<file path="config.mk">
export PLATFORM = sky130hd
export DESIGN_NAME = systolic_row
export DESIGN_NICKNAME = d
export VERILOG_FILES = /design/src/logic/cfu_pkg.sv /design/src/logic/mac_pe.sv /design/src/logic/systolic_row.sv
export VERILOG_INCLUDE_DIRS = /design/src /design/src/logic
export SDC_FILE = /design/constraint.sdc
export NUM_CORES = 1
export LEC_CHECK = 0
export BUFFER_PORTS_ARGS = -buffer_cell sky130_fd_sc_hd__buf_4
export CAP_MARGIN = 0
export CORE_MARGIN = 8
export CORE_UTILIZATION = 50
export DETAILED_ROUTE_END_ITERATION = 16
export GPL_TIMING_DRIVEN = 0
export MAX_ROUTING_LAYER = met4
export PLACE_DENSITY = 0.79
export REMOVE_ABC_BUFFERS = 1
export SLEW_MARGIN = 40
export SYNTH_ARGS = -nofsm -noshare
export SYNTH_HDL_FRONTEND = slang
export SYNTH_SLANG_ARGS = --single-unit
</file>
<file path="constraint.sdc">
create_clock -name clk -period 9.3 [get_ports clk]
set_input_delay 1.86 -clock clk [delete_from_list [all_inputs] [get_ports clk]]
set_output_delay 1.86 -clock clk [all_outputs]
set_load 0.005 [all_outputs]
</file>
<file path="src/logic/cfu_config.svh">
/*
 * matmul accelerator configuration
 * buffer sizes, array geometry and drain length
 */
`ifndef CFU_CONFIG_SVH
`define CFU_CONFIG_SVH

// buffer address widths (1024 entries each)
`define CFU_A_ADDR_BITS 10
`define CFU_B_ADDR_BITS 10

// K operand width
`define CFU_K_BITS 10

// lanes in the row, also bytes per weight word
`define CFU_LANES 4
`define CFU_ACC_BITS 32

// cycles past the last issued address until the east lane settles
`define CFU_DRAIN 5

`endif

</file>
<file path="src/logic/cfu_pkg.sv">
/*
 * matmul accelerator types
 * command opcodes, weight word views, array feed and result row
 */
`include "cfu_config.svh"

package cfu_pkg;

  // funct7 field of the command
  typedef enum logic [6:0] {
    op_write_a = 7'd0,
    op_write_b = 7'd1,
    op_compute = 7'd2,
    op_read    = 7'd3
  } cfu_op_e;

  // one weight word, either as written by the cpu or split per lane
  // lane 0 sits in the most significant byte
  typedef union packed {
    logic [`CFU_LANES*8-1:0]         raw;
    logic [0:`CFU_LANES-1][7:0]      lanes;
  } weight_word_u;

  // one cycle of input for the row
  // north bytes already carry the per-lane skew
  typedef struct packed {
    logic [7:0]                  west;
    logic [0:`CFU_LANES-1][7:0]  north;
  } row_feed_t;

  // lane results, lane 0 in the top word
  typedef logic signed [0:`CFU_LANES-1][`CFU_ACC_BITS-1:0] acc_row_t;

endpackage

</file>
<file path="src/logic/mac_pe.sv">
/*
 * mac cell
 * signed 8x8 multiply-accumulate with a registered eastward pass
 */
`include "cfu_config.svh"

module mac_pe (
  input  logic                            clk,
  input  logic                            rst_n,
  input  logic                            clear,
  input  logic [7:0]                      west,
  input  logic [7:0]                      north,
  output logic [7:0]                      east,
  output logic signed [`CFU_ACC_BITS-1:0] acc
);

  logic signed [15:0] product;

  assign product = 16'($signed(west)) * 16'($signed(north));

  always_ff @(posedge clk or negedge rst_n) begin
    if (!rst_n) begin
      acc  <= '0;
      east <= '0;
    end else begin
      east <= west;
      // clear wins so a new compute starts from zero
      if (clear) begin
        acc <= '0;
      end else begin
        // product sign-extended to the accumulator width
        acc <= acc + {{(`CFU_ACC_BITS-16){product[15]}}, product};
      end
    end
  end

endmodule

</file>
<file path="src/logic/systolic_row.sv">
/*
 * one-row systolic array
 * activations ripple west to east, each lane has its own weight byte
 */
`include "cfu_config.svh"

module systolic_row (
  input  logic               clk,
  input  logic               rst_n,
  input  logic               clear,
  input  cfu_pkg::row_feed_t feed,
  output cfu_pkg::acc_row_t  result
);

  // west input of every lane, lane 0 straight from the feed
  logic [7:0]                     west_in [`CFU_LANES+1];
  logic signed [`CFU_ACC_BITS-1:0] lane_acc [`CFU_LANES];

  assign west_in[0] = feed.west;

  for (genvar i = 0; i < `CFU_LANES; i++) begin : g_pe
    mac_pe u_pe (
      .clk   (clk),
      .rst_n (rst_n),
      .clear (clear),
      .west  (west_in[i]),
      .north (feed.north[i]),
      .east  (west_in[i+1]),
      .acc   (lane_acc[i])
    );
  end

  always_comb begin
    for (int i = 0; i < `CFU_LANES; i++) begin
      result[i] = lane_acc[i];
    end
  end

endmodule

</file>
==> out/qor.yml <==
grt_pass1_vias: 17700
layout_common_cells: "inv_1 (374), ha_1 (248), fa_1 (224), and2_1 (180), buf_4 (173)"
drive_gt1_share_pct: 9.76
setup_viol: 0
cts_resized: 0
clk_path_buf_depth: 2
vias: 16300
end_kind: "flip-flop"
hold_viol_final: 0
antenna_found_initial: 0
ys_seq_area_share_pct: 18.6
drv_slew: 0
numCtsBuffers: 17
maxCapViolCount: 0
synth_edf_count: 0
dieHeight_microns: 218
critPathTopFamily: "adder cells"
fin_crit_sh_pct: 88.5
hold_slack_ns: 0.559
fin_worst_skew_ns: 0.0110
ys_ff_latch: 152
clk_latency_ns: 0.48
critPathMaxFanout: 9
final_common_cell: "inv_1"
routed_wl_microns: 48600
crit_start: "feed[37]"
finalSetupTns_ns: 0
slew_headroom_pct: 59.1
hold_path.class: "reg2reg"
clock_sinks: 152
grt_max_degree: 89
rows: 74
tritoncts: "built"
syn_area_per_cell_sq_um: 9.03
die_area_sq_mm: 0.0477
synth-async-reset-ratio_pct: 100
areaGrowthSynthToFinish_pct: 13.1
netlist_instances: 2268
min_period_ns: 8.23
grt.total_usage_pct: 22.0
grt_setup_unrepaired: "no"
post_dp_cell_area_sq_mm: 0.0225
avgRoutedWirePerCell_microns: 16.3
drcViolationCount: 0
synthFlopType: "dfrtp_1"
initial_core_util_pct: 50.4
grt_pass1_wl_microns: 83500
worst-path-buf-inv: 5
dr.pass1.iters: 5
core_area_sq_mm: 0.0406
routed_via_density: 5.44
max_freq_mhz: 122
initialDrtViolationCount: 847
synth_area_sq_mm: 0.0205
htreeDepth: 4
crit_slowest_cell: "fa_1"
crit_type: "in2reg"
die_w_microns: 218
hold_start: "g_pe[3].u_pe.acc[31]"
crit_arrival_ns: 8.63
ant_nets: 0
critPathLaunchType: "input pin"
synth_cell_types: 75
hold_buffers: 0
clk_pin_slew_worst_paths_ns: 0.07
numPortBuffers: 170
design_area_sq_mm: 0.0232
final_net_count: 2961
crit_path_max_incr_delay_ns: 0.54
root_buffer: "clkbuf_16"
worst_slew_pin_slew_ns: 0.614
place_congestion: 0.916
ios: 171
post_cts_buffers: 0
grt-ovfl-total: 0
diodes: 0
worstReg2RegStart: "g_pe[1].u_pe.east[5]"
dp_hpwl_microns: 39300
status: "finished, final reports clean"
cp_data_required_time_ns: 9.70
yosys_warnings: 0
-- cell usage after synthesis (5+ instances only) --
master	instances	area, sq um
nor4_1	8	50.1
mux2_2	5	56.3
a21o_1	57	428
o21ai_1	6	30.0
or4_1	5	37.5
o211ai_1	12	90.1
nand3_1	27	135
nand4_1	8	50.1
dfrtp_1	152	3800
ha_1	248	3100
xnor2_1	104	911
o21bai_1	21	158
fa_1	224	4480
a31oi_1	16	100
nand2b_1	29	181
clkbuf_1	14	52.6
nor3b_1	6	45.0
xor2_1	55	482
and3_1	11	68.8
nor2_1	168	631
nand2_1	120	450
o2111ai_1	5	43.8
a21oi_1	118	591
a211oi_1	23	173
o21ai_0	75	375
and2_1	180	1130
nor2b_1	52	325
or3_1	8	50.1
o21a_1	23	173
nor3_1	35	175
inv_1	374	1400
-- registers in the layout (all words and copies together) (netlist names) --
name            count
g_pe.u_pe.east     24
g_pe.u_pe.acc     128
-- worst register-to-register path, delay by kind of cell, from the launching register on --
family	cells	cell delay, ns
and+or+nand+nor	5	1.19
xor gates and xnor gates	1	0.49
DFF	1	0.53
AOI/OAI and AO/OA	10	1.96
buffers and inverters	4	0.20
adders and majority gates	6	2.72
-- final cells by class --
cell class	count	area [sq um]
Inverter	374	1400
Fill cell	3477	17500
Clock buffer	18	429
Tap cell	532	666
Multi-Input combinational cell	1723	15200
Clock inverter	14	221
Sequential cell	152	3800
Timing Repair Buffer	178	1410
-- routing by layer --
metal	share of wire, %	global-route usage (%)	vias up
met5	0	-	-
met4	2.5	7.48	0
met3	3.8	4.05	86
met2	51	38.3	332
met1	42	25.3	8065
li1	-	-	7796
-- worst paths after layout --
path	to	slack, ns	depth (start not counted)
worst max-delay path	g_pe[0].u_pe.acc[29]	1.07	27
worst min-delay path	g_pe[3].u_pe.acc[31]	0.56	2
worst min register to register	g_pe[3].u_pe.acc[31]	0.56	2
max in group asynchronous	g_pe[2].u_pe.acc[25]	7.08	3
min in group asynchronous	g_pe[0].u_pe.acc[16]	1.25	1
worst max register to register	g_pe[2].u_pe.acc[31]	2.13	26
-- stage by stage --
step	cells	setup slack [ns]	util, %
floorplan	2249	0.885	-
global placement	2951	-0.136	55.0
detailed placement	2959	0.654	55.4
CTS	2991	1.18	57.0
global route	2991	0.553	57.0
finish	2991	1.07	57.0
-- logic make-up (layout without fill, tap and decap cells) --
logic type               count (synthesis)  after routing  share of synthesized area (%)
AND/OR/NAND/NOR                        675            675                           16.9
buffers and inverters                  393            584                           7.24
AO/OA/AOI/OAI                          409            409                           13.0
multiplexers                             8              8                          0.428
flip-flops                             152            152                           18.6
adder cells (fa/ha/maj)                472            472                           37.1
XOR/XNOR                               159            159                           6.80
Power is left out: the tool's default activity adds up to more than one toggle a clock period on the data nets, which glitch-free logic cannot reach.
