`src/logic/cfu_config.svh`:
```
/*
 * matmul accelerator configuration
 * buffer sizes, array geometry and drain length
 */
`ifndef CFU_CONFIG_SVH
`define CFU_CONFIG_SVH

// buffer address widths (1024 entries each)
`define CFU_A_ADDR_BITS 10
`define CFU_B_ADDR_BITS 10

// K operand width
`define CFU_K_BITS 10

// lanes in the row, also bytes per weight word
`define CFU_LANES 4
`define CFU_ACC_BITS 32

// cycles past the last issued address until the east lane settles
`define CFU_DRAIN 5

`endif

```
`src/logic/cfu_pkg.sv`:
```
/*
 * matmul accelerator types
 * command opcodes, weight word views, array feed and result row
 */
`include "cfu_config.svh"

package cfu_pkg;

  // funct7 field of the command
  typedef enum logic [6:0] {
    op_write_a = 7'd0,
    op_write_b = 7'd1,
    op_compute = 7'd2,
    op_read    = 7'd3
  } cfu_op_e;

  // one weight word, either as written by the cpu or split per lane
  // lane 0 sits in the most significant byte
  typedef union packed {
    logic [`CFU_LANES*8-1:0]         raw;
    logic [0:`CFU_LANES-1][7:0]      lanes;
  } weight_word_u;

  // one cycle of input for the row
  // north bytes already carry the per-lane skew
  typedef struct packed {
    logic [7:0]                  west;
    logic [0:`CFU_LANES-1][7:0]  north;
  } row_feed_t;

  // lane results, lane 0 in the top word
  typedef logic signed [0:`CFU_LANES-1][`CFU_ACC_BITS-1:0] acc_row_t;

endpackage

```
`src/logic/cfu_command_ctrl.sv`:
```
/*
 * command controller
 * decodes funct7, latches operands, steers buffer ports and strobes the response
 */
`include "cfu_config.svh"

module cfu_command_ctrl (
  input  logic                         clk,
  input  logic                         rst_n,
  input  logic                         cmd_valid,
  output logic                         cmd_ready,
  input  logic [9:0]                   cmd_function_id,
  input  logic [31:0]                  cmd_inputs_0,
  input  logic [31:0]                  cmd_inputs_1,
  output logic                         rsp_valid,
  input  logic                         rsp_ready,
  output logic [31:0]                  rsp_output,
  output logic                         act_we,
  output logic [`CFU_A_ADDR_BITS-1:0]  act_index,
  output logic [7:0]                   act_wdata,
  input  logic [7:0]                   act_rdata,
  output logic                         wgt_we,
  output logic [`CFU_B_ADDR_BITS-1:0]  wgt_index,
  output cfu_pkg::weight_word_u        wgt_wdata,
  input  cfu_pkg::weight_word_u        wgt_rdata,
  input  logic [`CFU_K_BITS-1:0]       stream_addr,
  output logic                         start,
  output logic [`CFU_K_BITS-1:0]       k,
  input  logic                         done,
  output logic [7:0]                   act_feed,
  output cfu_pkg::weight_word_u        wgt_feed,
  input  cfu_pkg::acc_row_t            result
);

  localparam int LANE_BITS = $clog2(`CFU_LANES);

  typedef enum logic [2:0] {
    st_idle,
    st_write_a,
    st_write_b,
    st_read,
    st_prepare,
    st_compute,
    st_finish
  } state_e;

  state_e           state;
  state_e           next_state;
  cfu_pkg::cfu_op_e funct7;
  logic             accept;
  logic [31:0]      op0_q;
  logic [31:0]      op1_q;
  logic [LANE_BITS-1:0] lane_sel;

  assign funct7 = cfu_pkg::cfu_op_e'(cmd_function_id[9:3]);
  assign accept = (state == st_idle) && cmd_valid;

  always_comb begin
    next_state = state;
    case (state)
      st_idle: begin
        if (cmd_valid) begin
          case (funct7)
            cfu_pkg::op_write_a: next_state = st_write_a;
            cfu_pkg::op_write_b: next_state = st_write_b;
            cfu_pkg::op_compute: next_state = st_prepare;
            cfu_pkg::op_read:    next_state = st_read;
            // unknown opcode is dropped without a response
            default:             next_state = st_idle;
          endcase
        end
      end
      st_write_a, st_write_b, st_read: next_state = st_finish;
      st_prepare: next_state = st_compute;
      st_compute: begin
        if (done) begin
          next_state = st_finish;
        end
      end
      st_finish: next_state = st_idle;
      default:   next_state = st_idle;
    endcase
  end

  always_ff @(posedge clk or negedge rst_n) begin
    if (!rst_n) begin
      state <= st_idle;
      op0_q <= '0;
      op1_q <= '0;
    end else begin
      state <= next_state;
      if (accept) begin
        op0_q <= cmd_inputs_0;
        op1_q <= cmd_inputs_1;
      end
    end
  end

  // buffer ports, stream address owns the index while computing
  assign act_we     = (state == st_write_a);
  assign wgt_we     = (state == st_write_b);
  assign act_index  = (state == st_compute) ? stream_addr[`CFU_A_ADDR_BITS-1:0]
                                            : op0_q[`CFU_A_ADDR_BITS-1:0];
  assign wgt_index  = (state == st_compute) ? stream_addr[`CFU_B_ADDR_BITS-1:0]
                                            : op0_q[`CFU_B_ADDR_BITS-1:0];
  assign act_wdata  = op1_q[31:24];
  assign wgt_wdata.raw = op1_q;

  // sequencer handoff
  assign start    = (state == st_prepare);
  assign k        = op0_q[`CFU_K_BITS-1:0];
  assign act_feed = act_rdata;
  assign wgt_feed = wgt_rdata;

  // response, no hold under back-pressure
  assign cmd_ready  = rsp_ready;
  assign rsp_valid  = (state == st_finish);
  assign lane_sel   = op1_q[LANE_BITS-1:0];
  assign rsp_output = result[lane_sel];

endmodule

```
`config.mk`:
```
export PLATFORM = sky130hd
export DESIGN_NAME = cfu_command_ctrl
export DESIGN_NICKNAME = d
export VERILOG_FILES = /design/src/logic/cfu_pkg.sv /design/src/logic/cfu_command_ctrl.sv
export VERILOG_INCLUDE_DIRS = /design/src /design/src/logic
export SDC_FILE = /design/constraint.sdc
export NUM_CORES = 1
export LEC_CHECK = 0
export BUFFER_PORTS_ARGS = -buffer_cell sky130_fd_sc_hd__buf_2
export CORE_AREA = 2 2 156 158
export DETAILED_ROUTE_END_ITERATION = 6
export DIE_AREA = 0 0 158 160
export PLACE_DENSITY_LB_ADDON = 0.25
export SLEW_MARGIN = 5
export SYNTH_ARGS = -nofsm -noshare
export SYNTH_HDL_FRONTEND = slang
export SYNTH_SLANG_ARGS = --single-unit
```
`constraint.sdc`:
```
create_clock -name clk -period 2.6 [get_ports clk]
set_input_delay 0.13 -clock clk [delete_from_list [all_inputs] [get_ports clk]]
set_output_delay 0.13 -clock clk [all_outputs]
set_load 0.02 [all_outputs]
```
==> results.cfg <==
[placement]
placed_area_mm2 = 0.00458
portBuffers = 296
place_congestion = 0.678
hpwl_mm = 9.35

[sta]
slew_headroom_pct = 57.8
hold_viol = 0
grt_setup_unrepaired = no
worstMarginPinSlew_ps = 634
final.setup_skew_ps = 9.64
finalCritPeriodShare_pct = 83.0
setup_viol = 0
clock.fmax_mhz = 464
period_needed_ps = 2160
slew_violations = 0
setup_tns_ps = 0

[routing]
first_iter_violations = 73
num_vias = 2824
wl_per_cell_um = 14.5
vias_per_cell = 3.57
drtAntennaViolNets = 0
wirelength_mm = 11.4
drc = 0
dr.pass1.iters = 3

[synth]
syn-num-nets = 485
synth_edf_count = 0
synthTopCellsByCount = buf_4 (59), dfrtp_1 (45), mux2_2 (42)
syn_area_per_cell_um2 = 13.9
ys_types = 23
synth_top_area_share_pct = 35.4
yosysWarnings = 0
synth_top_area_cell = dfrtp_1
ys_async_sr_fraction_pct = 100
synthCells = 228
syn-cell-area_mm2 = 0.00318
synth-seq-area-share_pct = 35.4
synth_ff_type = dfrtp_1
yosys-top-cells-area = dfrtp_1 (35%), mux4_2 (23%), mux2_2 (15%)
synth-seq-cells = 45
synth_most_common_cell = buf_4

[min_path]
holdPathStages = 2
hold_start = cmd_inputs_1[24]
whs_endpoint = wgt_wdata[24]$_DFFE_PN0P_
hold_class = input pin to flip-flop

[clock_network]
cts_tree = yes
htreeDepth = 2
insertion_delay_ps = 300
cts_buffer_depth = 2
cts_setup_buffers = 0
clockRootBuffer = clkbuf_16
cts.sinks = 45
ctsResizeCount = 0
clk_pin_slew_ps = 70
numCtsBuffers = 5

[setup_path]
worst_setup_path_start_kind = flip-flop
slowest_stage = dfrtp_1
worstSetupEndpointType = output port
path_cells = nor2b_1 > nand2_1 > mux2_2 > buf_2
worstRegToRegCells = 3
worstReg2RegStart = state[2]$_DFFE_PN0P_
rr_endpoint = wgt_wdata[1]$_DFFE_PN0P_
required_ps = 2470
rrSetupSlack_ps = 720
cp.arrival_ps = 2030
max_stage_delay_ps = 540
critPathMaxFanout = 10
crit_type = flip-flop to output port

[floorplan]
rows = 57
io_pins = 404
die-area_mm2 = 0.0253
core-area_mm2 = 0.0238
die_x_um = 158
die_y_um = 160
start_util_pct = 13.4

[cells_and_area]
syn_to_final_growth_pct = 49.4
drive_gt1_share_pct = 85.2
nFillCells = 2662
ff_latch_area_mm2 = 0.00113
final_cell_area_mm2 = 0.00475
multi_input_comb_area_mm2 = 0.00150
nNetsFinal = 721

[grt]
grt_pass1_wl_mm = 15.6
grt_usage_pct = 8.17
grt_max_degree = 46
antenna_found_initial = 1
gr-total-overflow = 0
first_global_vias = 2836

[pwr]
power.density_mw_per_mm2 = 1240
p_leak_nw = 2.32
ir_drop_uv = 474
power_mw = 5.90

[run]
max-cap-violations = 0

[status]
status = complete, no violations
## final cells by class
class	instances	share of cell area (%)
clock buffers	6	2.92
flip-flops and latches	45	23.7
multi-input cells	107	31.6
inverters	2	0.158
diodes	1	0.0527
clock inverters	2	0.369
repair buffers	303	32.6
well taps	324	8.53
## how the worst max path moves through the flow
stage                             startpoint                  endpoint  slack [ps]  cells past startpoint
finish                  state[0]$_DFFE_PN0P_              act_index[8]         440                      4
global route            state[0]$_DFFE_PN0P_              wgt_index[2]         280                      4
CTS                     state[0]$_DFFE_PN0P_              act_index[8]         380                      4
detailed placement      state[2]$_DFFE_PN0P_  wgt_wdata[1]$_DFFE_PN0P_         690                      3
global placement        state[0]$_DFFE_PN0P_              act_index[8]         680                      4
floorplan           wgt_wdata[0]$_DFFE_PN0P_            rsp_output[10]         920                      3
## layer usage
layer / wire [um] / track usage, %
met2: 5520 / 14.5
met3: 1310 / 2.85
met1: 4450 / 9.21
met5: 0 / 0
met4: 153 / 2.17
## worst max-delay path: cells and delay by family (launching register included)
family                 cells  cell delay (ps)
multiplexers               1              410
AND/OR/NAND/NOR            2              620
flip-flops                 1              540
buffers and inverters      1              160
## through the flow
step | std cells | util, % | setup WS (ps) | hold slack [ps]
after floorplan | 228 | - | 919 | -166
after global placement | 780 | 19.2 | 678 | 260
after detailed placement | 780 | 19.2 | 695 | 260
after CTS | 789 | 19.9 | 379 | 45.9
after global routing | 789 | 19.9 | 283 | 44.6
final | 790 | 19.9 | 443 | 55.2
## sequential cells by signal, summed over array words and instances (netlist names)
name / flops
op0_q: 10
wgt_wdata: 32
state: 3
## power breakdown
part | internal [mW] | switching (mW)
clock | 0.389 | 0.303
sequential | 1.06 | 0.267
combinational | 1.69 | 2.19
total | 3.14 | 2.76
## cells in the final DEF (no fill, tap or decap), drive strengths merged, types with 2 or more instances in the layout
| master | n |
|---|---|
| a21oi | 2 |
| buf | 302 |
| clkbuf | 6 |
| dfrtp | 45 |
| inv | 3 |
| mux2 | 52 |
| mux4 | 32 |
| nand2 | 3 |
| nand4b | 2 |
| nor2b | 3 |
| nor3 | 3 |
| nor3b | 2 |
## cells by family after synthesis
| kind of cell | Yosys count | synth area share, % |
|---|---|---|
| flops | 45 | 35.4 |
| compound gates | 5 | 1.06 |
| xor+xnor | 1 | 0.275 |
| mux | 84 | 42.2 |
| buf+inv | 76 | 17.3 |
| simple gates | 17 | 3.70 |
## what timing repair did
action                     CTS  global route
hold endpoints to repair    45             0
setup endpoints to repair    0             0
hold buffers                 1             0
Power figures use the tool's default switching activity.
