$ cat config.mk
export PLATFORM = sky130hd
export DESIGN_NAME = matmul_sequencer
export DESIGN_NICKNAME = d
export VERILOG_FILES = /design/src/logic/cfu_pkg.sv /design/src/logic/matmul_sequencer.sv
export VERILOG_INCLUDE_DIRS = /design/src /design/src/logic
export SDC_FILE = /design/constraint.sdc
export NUM_CORES = 1
export LEC_CHECK = 0
export BUFFER_PORTS_ARGS = -buffer_cell sky130_fd_sc_hd__buf_2
export CORE_ASPECT_RATIO = 1.1
export CORE_UTILIZATION = 35
export DETAILED_ROUTE_END_ITERATION = 8
export GPL_ROUTABILITY_DRIVEN = 0
export MAX_ROUTING_LAYER = met4
export PLACE_DENSITY = 0.63
export SKIP_CTS_REPAIR_TIMING = 1
export SLEW_MARGIN = 20
export SYNTH_ARGS = -nofsm -noshare
export SYNTH_HDL_FRONTEND = slang
export SYNTH_SLANG_ARGS = --single-unit
export TNS_END_PERCENT = 5
$ cat constraint.sdc
create_clock -name clk -period 4 [get_ports clk]
set_input_delay 0.2 -clock clk [delete_from_list [all_inputs] [get_ports clk]]
set_output_delay 0.2 -clock clk [all_outputs]
set_load 0.1 [all_outputs]
$ cat src/logic/cfu_config.svh
/*
 * matmul accelerator configuration
 * buffer sizes, array geometry and drain length
 */
`ifndef CFU_CONFIG_SVH
`define CFU_CONFIG_SVH

// buffer address widths (1024 entries each)
`define CFU_A_ADDR_BITS 10
`define CFU_B_ADDR_BITS 10

// K operand width
`define CFU_K_BITS 10

// lanes in the row, also bytes per weight word
`define CFU_LANES 4
`define CFU_ACC_BITS 32

// cycles past the last issued address until the east lane settles
`define CFU_DRAIN 5

`endif

$ cat src/logic/cfu_pkg.sv
/*
 * matmul accelerator types
 * command opcodes, weight word views, array feed and result row
 */
`include "cfu_config.svh"

package cfu_pkg;

  // funct7 field of the command
  typedef enum logic [6:0] {
    op_write_a = 7'd0,
    op_write_b = 7'd1,
    op_compute = 7'd2,
    op_read    = 7'd3
  } cfu_op_e;

  // one weight word, either as written by the cpu or split per lane
  // lane 0 sits in the most significant byte
  typedef union packed {
    logic [`CFU_LANES*8-1:0]         raw;
    logic [0:`CFU_LANES-1][7:0]      lanes;
  } weight_word_u;

  // one cycle of input for the row
  // north bytes already carry the per-lane skew
  typedef struct packed {
    logic [7:0]                  west;
    logic [0:`CFU_LANES-1][7:0]  north;
  } row_feed_t;

  // lane results, lane 0 in the top word
  typedef logic signed [0:`CFU_LANES-1][`CFU_ACC_BITS-1:0] acc_row_t;

endpackage

$ cat src/logic/matmul_sequencer.sv
/*
 * matmul sequencer
 * issues K buffer addresses, gates the returned data and skews the weight lanes
 */
`include "cfu_config.svh"

module matmul_sequencer (
  input  logic                    clk,
  input  logic                    rst_n,
  input  logic                    start,
  input  logic [`CFU_K_BITS-1:0]  k,
  input  logic [7:0]              act_feed,
  input  cfu_pkg::weight_word_u   wgt_feed,
  output logic [`CFU_K_BITS-1:0]  stream_addr,
  output logic                    done,
  output cfu_pkg::row_feed_t      feed
);

  localparam logic [`CFU_K_BITS:0] DRAIN_CNT = `CFU_DRAIN;

  logic                    running;
  logic [`CFU_K_BITS-1:0]  k_q;
  logic [`CFU_K_BITS-1:0]  addr;
  logic [`CFU_K_BITS:0]    cycle_cnt;
  logic                    issue;
  logic                    data_v;
  logic [7:0]              act_g;
  cfu_pkg::weight_word_u   wgt_g;
  logic [7:0]              lane_in [`CFU_LANES];

  assign issue       = running && (addr < k_q);
  assign done        = running && (cycle_cnt == {1'b0, k_q} + DRAIN_CNT);
  assign stream_addr = addr;

  always_ff @(posedge clk or negedge rst_n) begin
    if (!rst_n) begin
      running   <= 1'b0;
      k_q       <= '0;
      addr      <= '0;
      cycle_cnt <= '0;
      data_v    <= 1'b0;
    end else begin
      // valid follows the address by the buffer read latency
      data_v <= issue;
      if (start) begin
        running   <= 1'b1;
        k_q       <= k;
        addr      <= '0;
        cycle_cnt <= 1;
      end else if (running) begin
        cycle_cnt <= cycle_cnt + 1'b1;
        if (issue) begin
          addr <= addr + 1'b1;
        end
        if (done) begin
          running <= 1'b0;
        end
      end
    end
  end

  // zero feed outside the stream keeps the accumulators still
  assign act_g = data_v ? act_feed : '0;
  assign wgt_g = data_v ? wgt_feed : '0;

  assign lane_in[0] = wgt_g.lanes[0];

  // lane j waits j cycles for its activation to travel east
  for (genvar j = 1; j < `CFU_LANES; j++) begin : g_skew
    logic [7:0] taps [j];

    always_ff @(posedge clk or negedge rst_n) begin
      if (!rst_n) begin
        for (int d = 0; d < j; d++) begin
          taps[d] <= '0;
        end
      end else begin
        taps[0] <= wgt_g.lanes[j];
        for (int d = 1; d < j; d++) begin
          taps[d] <= taps[d-1];
        end
      end
    end

    assign lane_in[j] = taps[j-1];
  end

  always_comb begin
    feed.west = act_g;
    for (int j = 0; j < `CFU_LANES; j++) begin
      feed.north[j] = lane_in[j];
    end
  end

endmodule

==> results of run 1 <==
worst paths after layout:
kind                               startpoint  cells past startpoint                end
hold / removal                           k[4]                      3             k_q[4]
min in group asynchronous               rst_n                      2  g_skew[1].taps[3]
hold reg to reg            g_skew[2].taps[13]                      0           feed[13]
setup / recovery                       k_q[0]                      8               done
setup reg to reg                       k_q[0]                      7            running
max in group asynchronous               rst_n                      2             k_q[7]
state kept, by name, summed over array words and instances (netlist names):
name	cells
feed	16
data_v	1
g_skew.taps	32
stream_addr	10
cycle_cnt	11
running	1
k_q	10
metal layers:
metal / share of wire [%] / global-route usage (%) / vias to the layer above
met5: 0 / - / -
met4: 2.2 / 7.15 / 0
met3: 4.7 / 2.86 / 13
met2: 51 / 24.5 / 91
met1: 43 / 18.0 / 1400
li1: - / - / 1412
synth_stat cells (2+ instances only):
library cell  instances
buf_2                 3
dfrtp_1              81
nand3_1               6
mux2_2                9
nand4_1              10
a21boi_0              2
xor2_1               10
buf_4                26
mux2i_1               3
and2_1               43
nor2_1               19
ha_1                 12
o22ai_1               2
o21bai_1              4
inv_1                10
nor3_1                3
a22oi_1               2
o21ai_0              16
and3_1                6
a21o_1                5
nand2b_1              5
xnor2_1               7
nor2b_1              10
and4_1                2
a211o_1               2
o221ai_1              2
or3_1                 5
nand2_1              24
a21oi_1              19
clkbuf_1             13
critical path, cell delays in order (launching register included):
cell and delay [ns]:
dfrtp_1 0.52, ha_1 0.38, nand3b_1 0.27, or4b_1 0.50
a21oi_1 0.15, o221ai_1 0.15, a2111oi_2 0.43, and2_1 0.21
buf_2 0.43
stage by stage:
step	hold WS [ns]	util, %	setup WS (ns)	total power, uW	cells
6_report	0.0743	43.3	0.430	2220	605
3_5_place_dp	0.335	40.1	0.837	1340	588
3_3_place_gp	0.331	40.1	0.903	1330	588
4_1_cts	0.0658	43.1	0.459	2250	604
5_1_grt	0.0661	43.3	0.212	2320	605
2_1_floorplan	-0.0956	-	1.00	1270	382
final cells by class:
| cell class | count | area [um^2] | area share [%] |
|---|---|---|---|
| Sequential cell | 81 | 2030 | 42.8 |
| Multi-Input combinational cell | 247 | 1630 | 34.4 |
| Timing Repair Buffer | 104 | 532 | 11.2 |
| Clock buffer | 11 | 243 | 5.12 |
| Tap cell | 147 | 184 | 3.88 |
| Clock inverter | 5 | 85.1 | 1.79 |
| Inverter | 10 | 37.5 | 0.792 |
cells by family (layout without fill, tap and decap cells):
family | after synthesis | in the layout
adders and majority gates | 12 | 12
DFF | 81 | 81
AOI/OAI and AO/OA | 62 | 62
buffers and inverters | 54 | 130
muxes | 13 | 13
xor gates and xnor gates | 17 | 17
and+or+nand+nor | 143 | 143
power groups by stage:
| stage | clock (uW) | sequential, uW | combinational, uW |
|---|---|---|---|
| after floorplan | 0 | 959 | 308 |
| after global placement | 0 | 917 | 417 |
| after detailed placement | 0 | 920 | 422 |
| after CTS | 925 | 905 | 423 |
| after global routing | 960 | 912 | 450 |
| final | 890 | 905 | 421 |
==> results.toml, run 1 <==
[outcome]
status = "finished clean"

[clock_network]
cts_sinks = 81
tritoncts = "done"
cts-root-buf = "clkbuf_16"
clock_path_buffers = 2
cts.htree.levels = 3
clock_latency_ns = 0.33
cts_inserted_buffers = 9
clkTransAtPathRegs_ns = 0.06

[synthesis]
synth_seq_area_share_pct = 51.0
synth.area.top_cells = "dfrtp_1 51%, and2_1 6.8%, buf_4 4.9%, ha_1 3.8%, mux2_2 2.6%"
synth-simple-area-share_pct = 20.0
async_flop_share_pct = 100
postSynthCellCount = 382
ys_types = 51
synth-xor-area-share_pct = 3.75
synth_top_family_by_area = "simple AND/OR/NAND/NOR gates"
synth.area.mux_share_pct = 3.59
syn_area_per_cell_um2 = 10.4
mappedNetlistNets = 447
syn_area_um2 = 3970
yosysTopAreaCell = "dfrtp_1"
ys_ff_latch = 81
synth_compound_area_share_pct = 9.99
synth_edf_count = 0
synth_fa_ha_area_share_pct = 3.78
yosysWarnings = 0
synthDominantCellAreaShare_pct = 51.0
synthFlopType = "dfrtp_1"

[worst_setup_path]
r2r_slack_ns = 1.38
arrival_ns = 3.37
worstSetupStartpointType = "register"
critical_path_required_ns = 3.80
cp_max_fo = 12
endpoint_kind = "output pin"
path_class = "register to output pin"

[floorplan]
rows = 40
core-area_um2 = 11000
ios = 104
die_x_um = 104
die_area_um2 = 11800
die_h_um = 114
initial_core_util_pct = 36.2

[power_and_ir_drop]
power.density_nw_per_um2 = 467
p_comb_share_pct = 19.0
seq_power_share_pct = 40.8
clkPwrFrac_pct = 40.2
power_switching_uw = 681
ir_worst_vdd_uv = 232
p_leak_uw = 0.00229
intPower_uw = 1530
swShare_pct = 30.7

[placed_design]
place_area_um2 = 4400
hpwl_um = 5660
numPortBuffers = 103

[global_route]
grt_pass1_wl_um = 13600
antenna_found_initial = 0
grt_max_degree = 82
grt_pass1_vias = 2870
globalRouteOverflowTotal = 0
grt_use_total_pct = 15.0

[sta]
hold_viol = 0
worstMarginPinSlew_ns = 0.850
slew_violations = 0
fmax_ghz = 0.280
fin_worst_skew_ns = 0.00505
relSlewSlack_pct = 43.4
fin_crit_sh_pct = 89.2
setup_viol = 0
rsz0062_at_grt = "false"
fin_tns_setup_ns = 0
fin_crit_ns = 3.57

[cells_and_area]
area_growth_syn_to_layout_pct = 19.4
final_layout_size_suffix_gt1_share_pct = 28.4
nets = 518
final_common_cell = "buf_2"
n_fill_cell = 1075
diodes = 0
final_design_area_no_fill_um2 = 4740
layout_common_cells = "102 x buf_2, 81 x dfrtp_1, 43 x and2_1, 24 x nand2_1"

[drt]
dr.pass1.iters = 5
drc = 0
vias = 2916
routed_wl_um = 8030
viasPerCell = 4.82
drtIter0Drc = 136
post_drt_wl_per_cell_um = 13.3
detail-route-antenna-nets = 0

[min_path]
hold_class = "primary input to register"

[job]
max-cap-violations = 0
No activity file was read; power rests on OpenSTA's default activity.
==> run 2: changes to the inputs <==
--- a/config.mk
+++ b/config.mk
@@ -8,6 +8,7 @@
 export LEC_CHECK = 0
 export BUFFER_PORTS_ARGS = -buffer_cell sky130_fd_sc_hd__buf_2
 export CORE_ASPECT_RATIO = 1.1
+export CORE_MARGIN = 8
 export CORE_UTILIZATION = 35
 export DETAILED_ROUTE_END_ITERATION = 8
 export GPL_ROUTABILITY_DRIVEN = 0
==> run 2 against run 1 <==
Non-clock buffer count stayed put. Die area grew 27%. Highest routed layer unchanged. Utilization down 1.2 points. Register-to-register slack better by 0.04 ns. Global-route usage down 2.9 points. Combinational power about the same. Fmax increased by 1.7%. Flip-flop and latch count stayed put. Sequential power about the same.
==> results.toml, run 2 (synthesis gave the netlist of run 1 again) <==
[placed_design]
hpwl_um = 6340
numPortBuffers = 103

[sta]
fin_crit_ns = 3.51
fin_crit_sh_pct = 87.7
relSlewSlack_pct = 44.6
rsz0062_at_grt = "false"
setup_viol = 0
fin_tns_setup_ns = 0
fmax_ghz = 0.285
fin_hold_ws_ns = 0.0687
worstMarginPinSlew_ns = 0.832
fin_worst_skew_ns = 0.00509
slew_violations = 0
hold_viol = 0

[drt]
dr.pass1.iters = 4
post_drt_wl_per_cell_um = 14.3
routed_wl_um = 8720
drtIter0Drc = 106
viasPerCell = 4.81
drc = 0
detail-route-antenna-nets = 0
vias = 2925

[cells_and_area]
layout_common_cells = "102 x buf_2, 81 x dfrtp_1, 43 x and2_1, 24 x nand2_1"
diodes = 0
final_common_cell = "buf_2"
fin_util_pct = 42.1
nets = 518
top_register = "g_skew.taps"
largest_register_ffs = 32
n_fill_cell = 1117
final_layout_size_suffix_gt1_share_pct = 28.6
area_growth_syn_to_layout_pct = 19.6

[clock_network]
clock_latency_ns = 0.34
cts_sinks = 81
cts_inserted_buffers = 9
clkTransAtPathRegs_ns = 0.06
cts-root-buf = "clkbuf_16"
tritoncts = "done"
clock_path_buffers = 2
cts.htree.levels = 3

[global_route]
grt_use_total_pct = 12.1
grt_pass1_wl_um = 14400
antenna_found_initial = 0
globalRouteOverflowTotal = 0
grt_pass1_vias = 3015
grt_max_degree = 82

[power_and_ir_drop]
ir_worst_vdd_uv = 278
seq_power_share_pct = 40.3
clkPwrFrac_pct = 40.9
p_leak_uw = 0.00230
p_comb_share_pct = 18.8
swShare_pct = 31.9
intPower_uw = 1530
power_switching_uw = 716
power.density_nw_per_um2 = 472
p_total_uw = 2240

[floorplan]
die_h_um = 128
rows = 41
core-area_um2 = 11300
initial_core_util_pct = 35.2
die_x_um = 118
ios = 104
die_area_um2 = 15000

[job]
max-cap-violations = 0

[worst_setup_path]
worstSetupStartpointType = "register"
path_class = "register to output pin"
r2r_slack_ns = 1.42
cp_max_fo = 12
reg2reg_depth = 7
critical_path_required_ns = 3.80
startpoint = "k_q[0]"
arrival_ns = 3.31
reg2reg_from = "k_q[0]"
endpoint_kind = "output pin"
critPathCapture = "done"
timing.rr.end = "running"

[min_path]
hold_class = "primary input to register"

[outcome]
status = "finished clean"
## run 2: worst max-delay path: stages (launching register included)
cell and delay, ns:
dfrtp_1 0.51, ha_1 0.37, nand3b_1 0.27, or4b_1 0.51, a21oi_1 0.15, o221ai_1 0.15, a2111oi_2 0.41, and2_1 0.18
buf_2 0.42
## run 2: how the worst min path moves through the flow
stage	slack (ns)	to	startpoint	depth (start not counted)
6_report	0.07	k_q[8]	k[8]	3
5_1_grt	0.06	g_skew[3].taps[21]	wgt_feed[5]	2
4_1_cts	0.06	g_skew[3].taps[20]	wgt_feed[4]	2
3_5_place_dp	0.33	feed[4]	g_skew[3].taps[12]	0
3_3_place_gp	0.33	feed[7]	g_skew[3].taps[15]	0
2_1_floorplan	-0.1	cycle_cnt[0]	rst_n	0
## run 2: through the flow
stage                     instance area [um^2]  cells  worst slack, ns
final                                     4750    608            0.491
after floorplan                           3970    382             1.00
after global placement                    4400    591            0.917
after global routing                      4750    608            0.271
after CTS                                 4740    607            0.469
after detailed placement                  4400    591            0.841
## run 2: final cells by class
cell class	instances	area (um^2)	area share, %
sequential	81	2030	42.7
multi-input combinational	247	1630	34.4
timing repair buffer	104	532	11.2
clock buffer	9	225	4.74
tap	150	188	3.95
clock inverter	7	109	2.29
inverter	10	37.5	0.790
## run 2: routing by layer
layer	track usage [%]	vias to the layer above	wire [um]
li1	-	1413	-
met1	14.1	1397	3840
met2	19.7	100	4310
met3	2.51	15	366
met4	6.03	0	193
met5	-	-	0
## run 2: power groups by stage
stage | Sequential [uW] | Combinational, uW | Clock (uW)
floorplan | 959 | 308 | 0
global placement | 917 | 420 | 0
detailed placement | 920 | 423 | 0
CTS | 905 | 424 | 946
global route | 911 | 449 | 980
finish | 905 | 421 | 918
==> run 3: changes to the inputs <==
--- a/config.mk
+++ b/config.mk
@@ -6,6 +6,7 @@
 export SDC_FILE = /design/constraint.sdc
 export NUM_CORES = 1
 export LEC_CHECK = 0
+export ABC_AREA = 0
 export BUFFER_PORTS_ARGS = -buffer_cell sky130_fd_sc_hd__buf_2
 export CORE_ASPECT_RATIO = 1.1
 export CORE_MARGIN = 8
@@ -14,6 +15,8 @@
 export GPL_ROUTABILITY_DRIVEN = 0
 export MAX_ROUTING_LAYER = met4
 export PLACE_DENSITY = 0.63
+export RECOVER_POWER = 100
+export SETUP_SLACK_MARGIN = 0.5
 export SKIP_CTS_REPAIR_TIMING = 1
 export SLEW_MARGIN = 20
 export SYNTH_ARGS = -nofsm -noshare
==> run 3 against run 2 <==
The flow now finishes with violations (max-capacitance violations, max-slew violations). Setup slack improved by 0.095 ns. Sequential share of layout area rose by 0.66 points. Design area shrank 1.5%. Fmax is 2.8% higher. Critical path depth did not move. Register-to-register slack worse by 0.37 ns. Wire length is 0.61% lower.
==> results.toml, run 3 (synthesis gave the netlist of run 1 again) <==
[worst_setup_path]
cp_max_fo = 12
arrival_ns = 3.21
timing.rr.end = "stream_addr[0]"
critical_path_required_ns = 3.80
reg2reg_from = "k_q[7]"
endpoint_kind = "output pin"
worstSetupStartpointType = "register"
path_class = "register to output pin"
r2r_slack_ns = 1.05
reg2reg_depth = 7

[drt]
post_drt_wl_per_cell_um = 14.2
detail-route-antenna-nets = 0
drc = 0
viasPerCell = 4.87
dr.pass1.iters = 4
drtIter0Drc = 111
routed_wl_um = 8660
vias = 2960

[min_path]
hold_depth = 3
min_from = "k[8]"
hold_class = "primary input to register"
min_to = "k_q[8]"

[cells_and_area]
n_fill_cell = 1139
area_growth_syn_to_layout_pct = 17.8
top_register = "g_skew.taps"
fin_util_pct = 41.5
nets = 518
final_layout_size_suffix_gt1_share_pct = 17.2
final_common_cell = "dfrtp_1"
largest_register_ffs = 32
diodes = 0
layout_common_cells = "81 x dfrtp_1, 51 x clkbuf_1, 50 x buf_2, 31 x and2_1, 24 x nand2_1"

[sta]
fin_crit_ns = 3.41
slew_violations = 134
fin_worst_skew_ns = 0.00501
hold_viol = 0
fin_tns_setup_ns = 0
setup_viol = 0
worstMarginPinSlew_ns = 1.96
rsz0062_at_grt = "false"
fin_crit_sh_pct = 85.4
fmax_ghz = 0.293
relSlewSlack_pct = -30.7

[power_and_ir_drop]
swShare_pct = 32.0
ir_worst_vdd_uv = 278
intPower_uw = 1520
p_comb_share_pct = 18.4
power.density_nw_per_um2 = 478
seq_power_share_pct = 40.5
clkPwrFrac_pct = 41.1
p_leak_uw = 0.00214
power_switching_uw = 715

[floorplan]
die_area_um2 = 15000
rows = 41
core-area_um2 = 11300
initial_core_util_pct = 35.2
die_h_um = 128
die_x_um = 118
ios = 104

[global_route]
grt_pass1_vias = 3015
grt_pass1_wl_um = 14400
antenna_found_initial = 0
grt_use_total_pct = 12.1
globalRouteOverflowTotal = 0
grt_max_degree = 82

[clock_network]
cts.htree.levels = 3
clock_path_buffers = 2
cts_inserted_buffers = 9
cts-root-buf = "clkbuf_16"
clock_latency_ns = 0.34
cts_sinks = 81
clkTransAtPathRegs_ns = 0.06
tritoncts = "done"

[outcome]
status = "complete, but fails checks"
violations = "max-capacitance violations, max-slew violations"

[placed_design]
numPortBuffers = 103
hpwl_um = 6340

[job]
max-cap-violations = 2
==> run 3: final cells by class <==
class / instances / area [um^2] / share of cell area, %
tap: 150 / 188 / 4.01
sequential: 81 / 2030 / 43.3
timing repair buffer: 104 / 468 / 10.0
inverter: 10 / 37.5 / 0.802
clock inverter: 7 / 109 / 2.33
clock buffer: 9 / 225 / 4.81
multi-input combinational: 247 / 1620 / 34.7
==> run 3: power groups by stage <==
stage	clock (uW)	combinational (uW)	sequential (uW)
2_1_floorplan	0	308	959
3_3_place_gp	0	420	917
3_5_place_dp	0	423	920
4_1_cts	946	424	905
5_1_grt	980	439	912
6_report	918	411	906
==> run 3: worst max-delay path, cell delays in order, from the launching register on <==
cell	delay, ns
dfrtp_1	0.51
ha_2	0.31
nand3b_1	0.24
or4b_1	0.51
a21oi_1	0.15
o221ai_1	0.13
a2111oi_0	0.56
and2_1	0.24
buf_6	0.23
==> run 3: routing by layer <==
| metal | vias to the layer above | part of all wire [%] | track usage [%] |
|---|---|---|---|
| li1 | 1411 | - | - |
| met1 | 1421 | 42 | 14.1 |
| met2 | 113 | 50 | 19.7 |
| met3 | 15 | 5.2 | 2.51 |
| met4 | 0 | 2.2 | 6.03 |
| met5 | - | 0 | - |
==> run 3: how the worst max path moves through the flow <==
stage	slack (ns)	to	startpoint
6_report	0.59	done	k_q[0]
5_1_grt	0.29	done	k_q[0]
4_1_cts	0.47	done	k_q[0]
3_5_place_dp	0.84	done	k_q[0]
3_3_place_gp	0.92	done	k_q[0]
2_1_floorplan	1.00	done	k_q[0]
==> run 3: metrics by stage <==
step | hold WS [ns] | setup WS, ns | cell area [um^2] | total power [uW] | instances
after floorplan | -0.0956 | 1.00 | 3970 | 1270 | 382
after global placement | 0.331 | 0.917 | 4400 | 1340 | 591
after detailed placement | 0.335 | 0.841 | 4400 | 1340 | 591
after CTS | 0.0556 | 0.469 | 4740 | 2270 | 607
after global routing | 0.0612 | 0.289 | 4680 | 2330 | 608
final | 0.0688 | 0.586 | 4680 | 2230 | 608
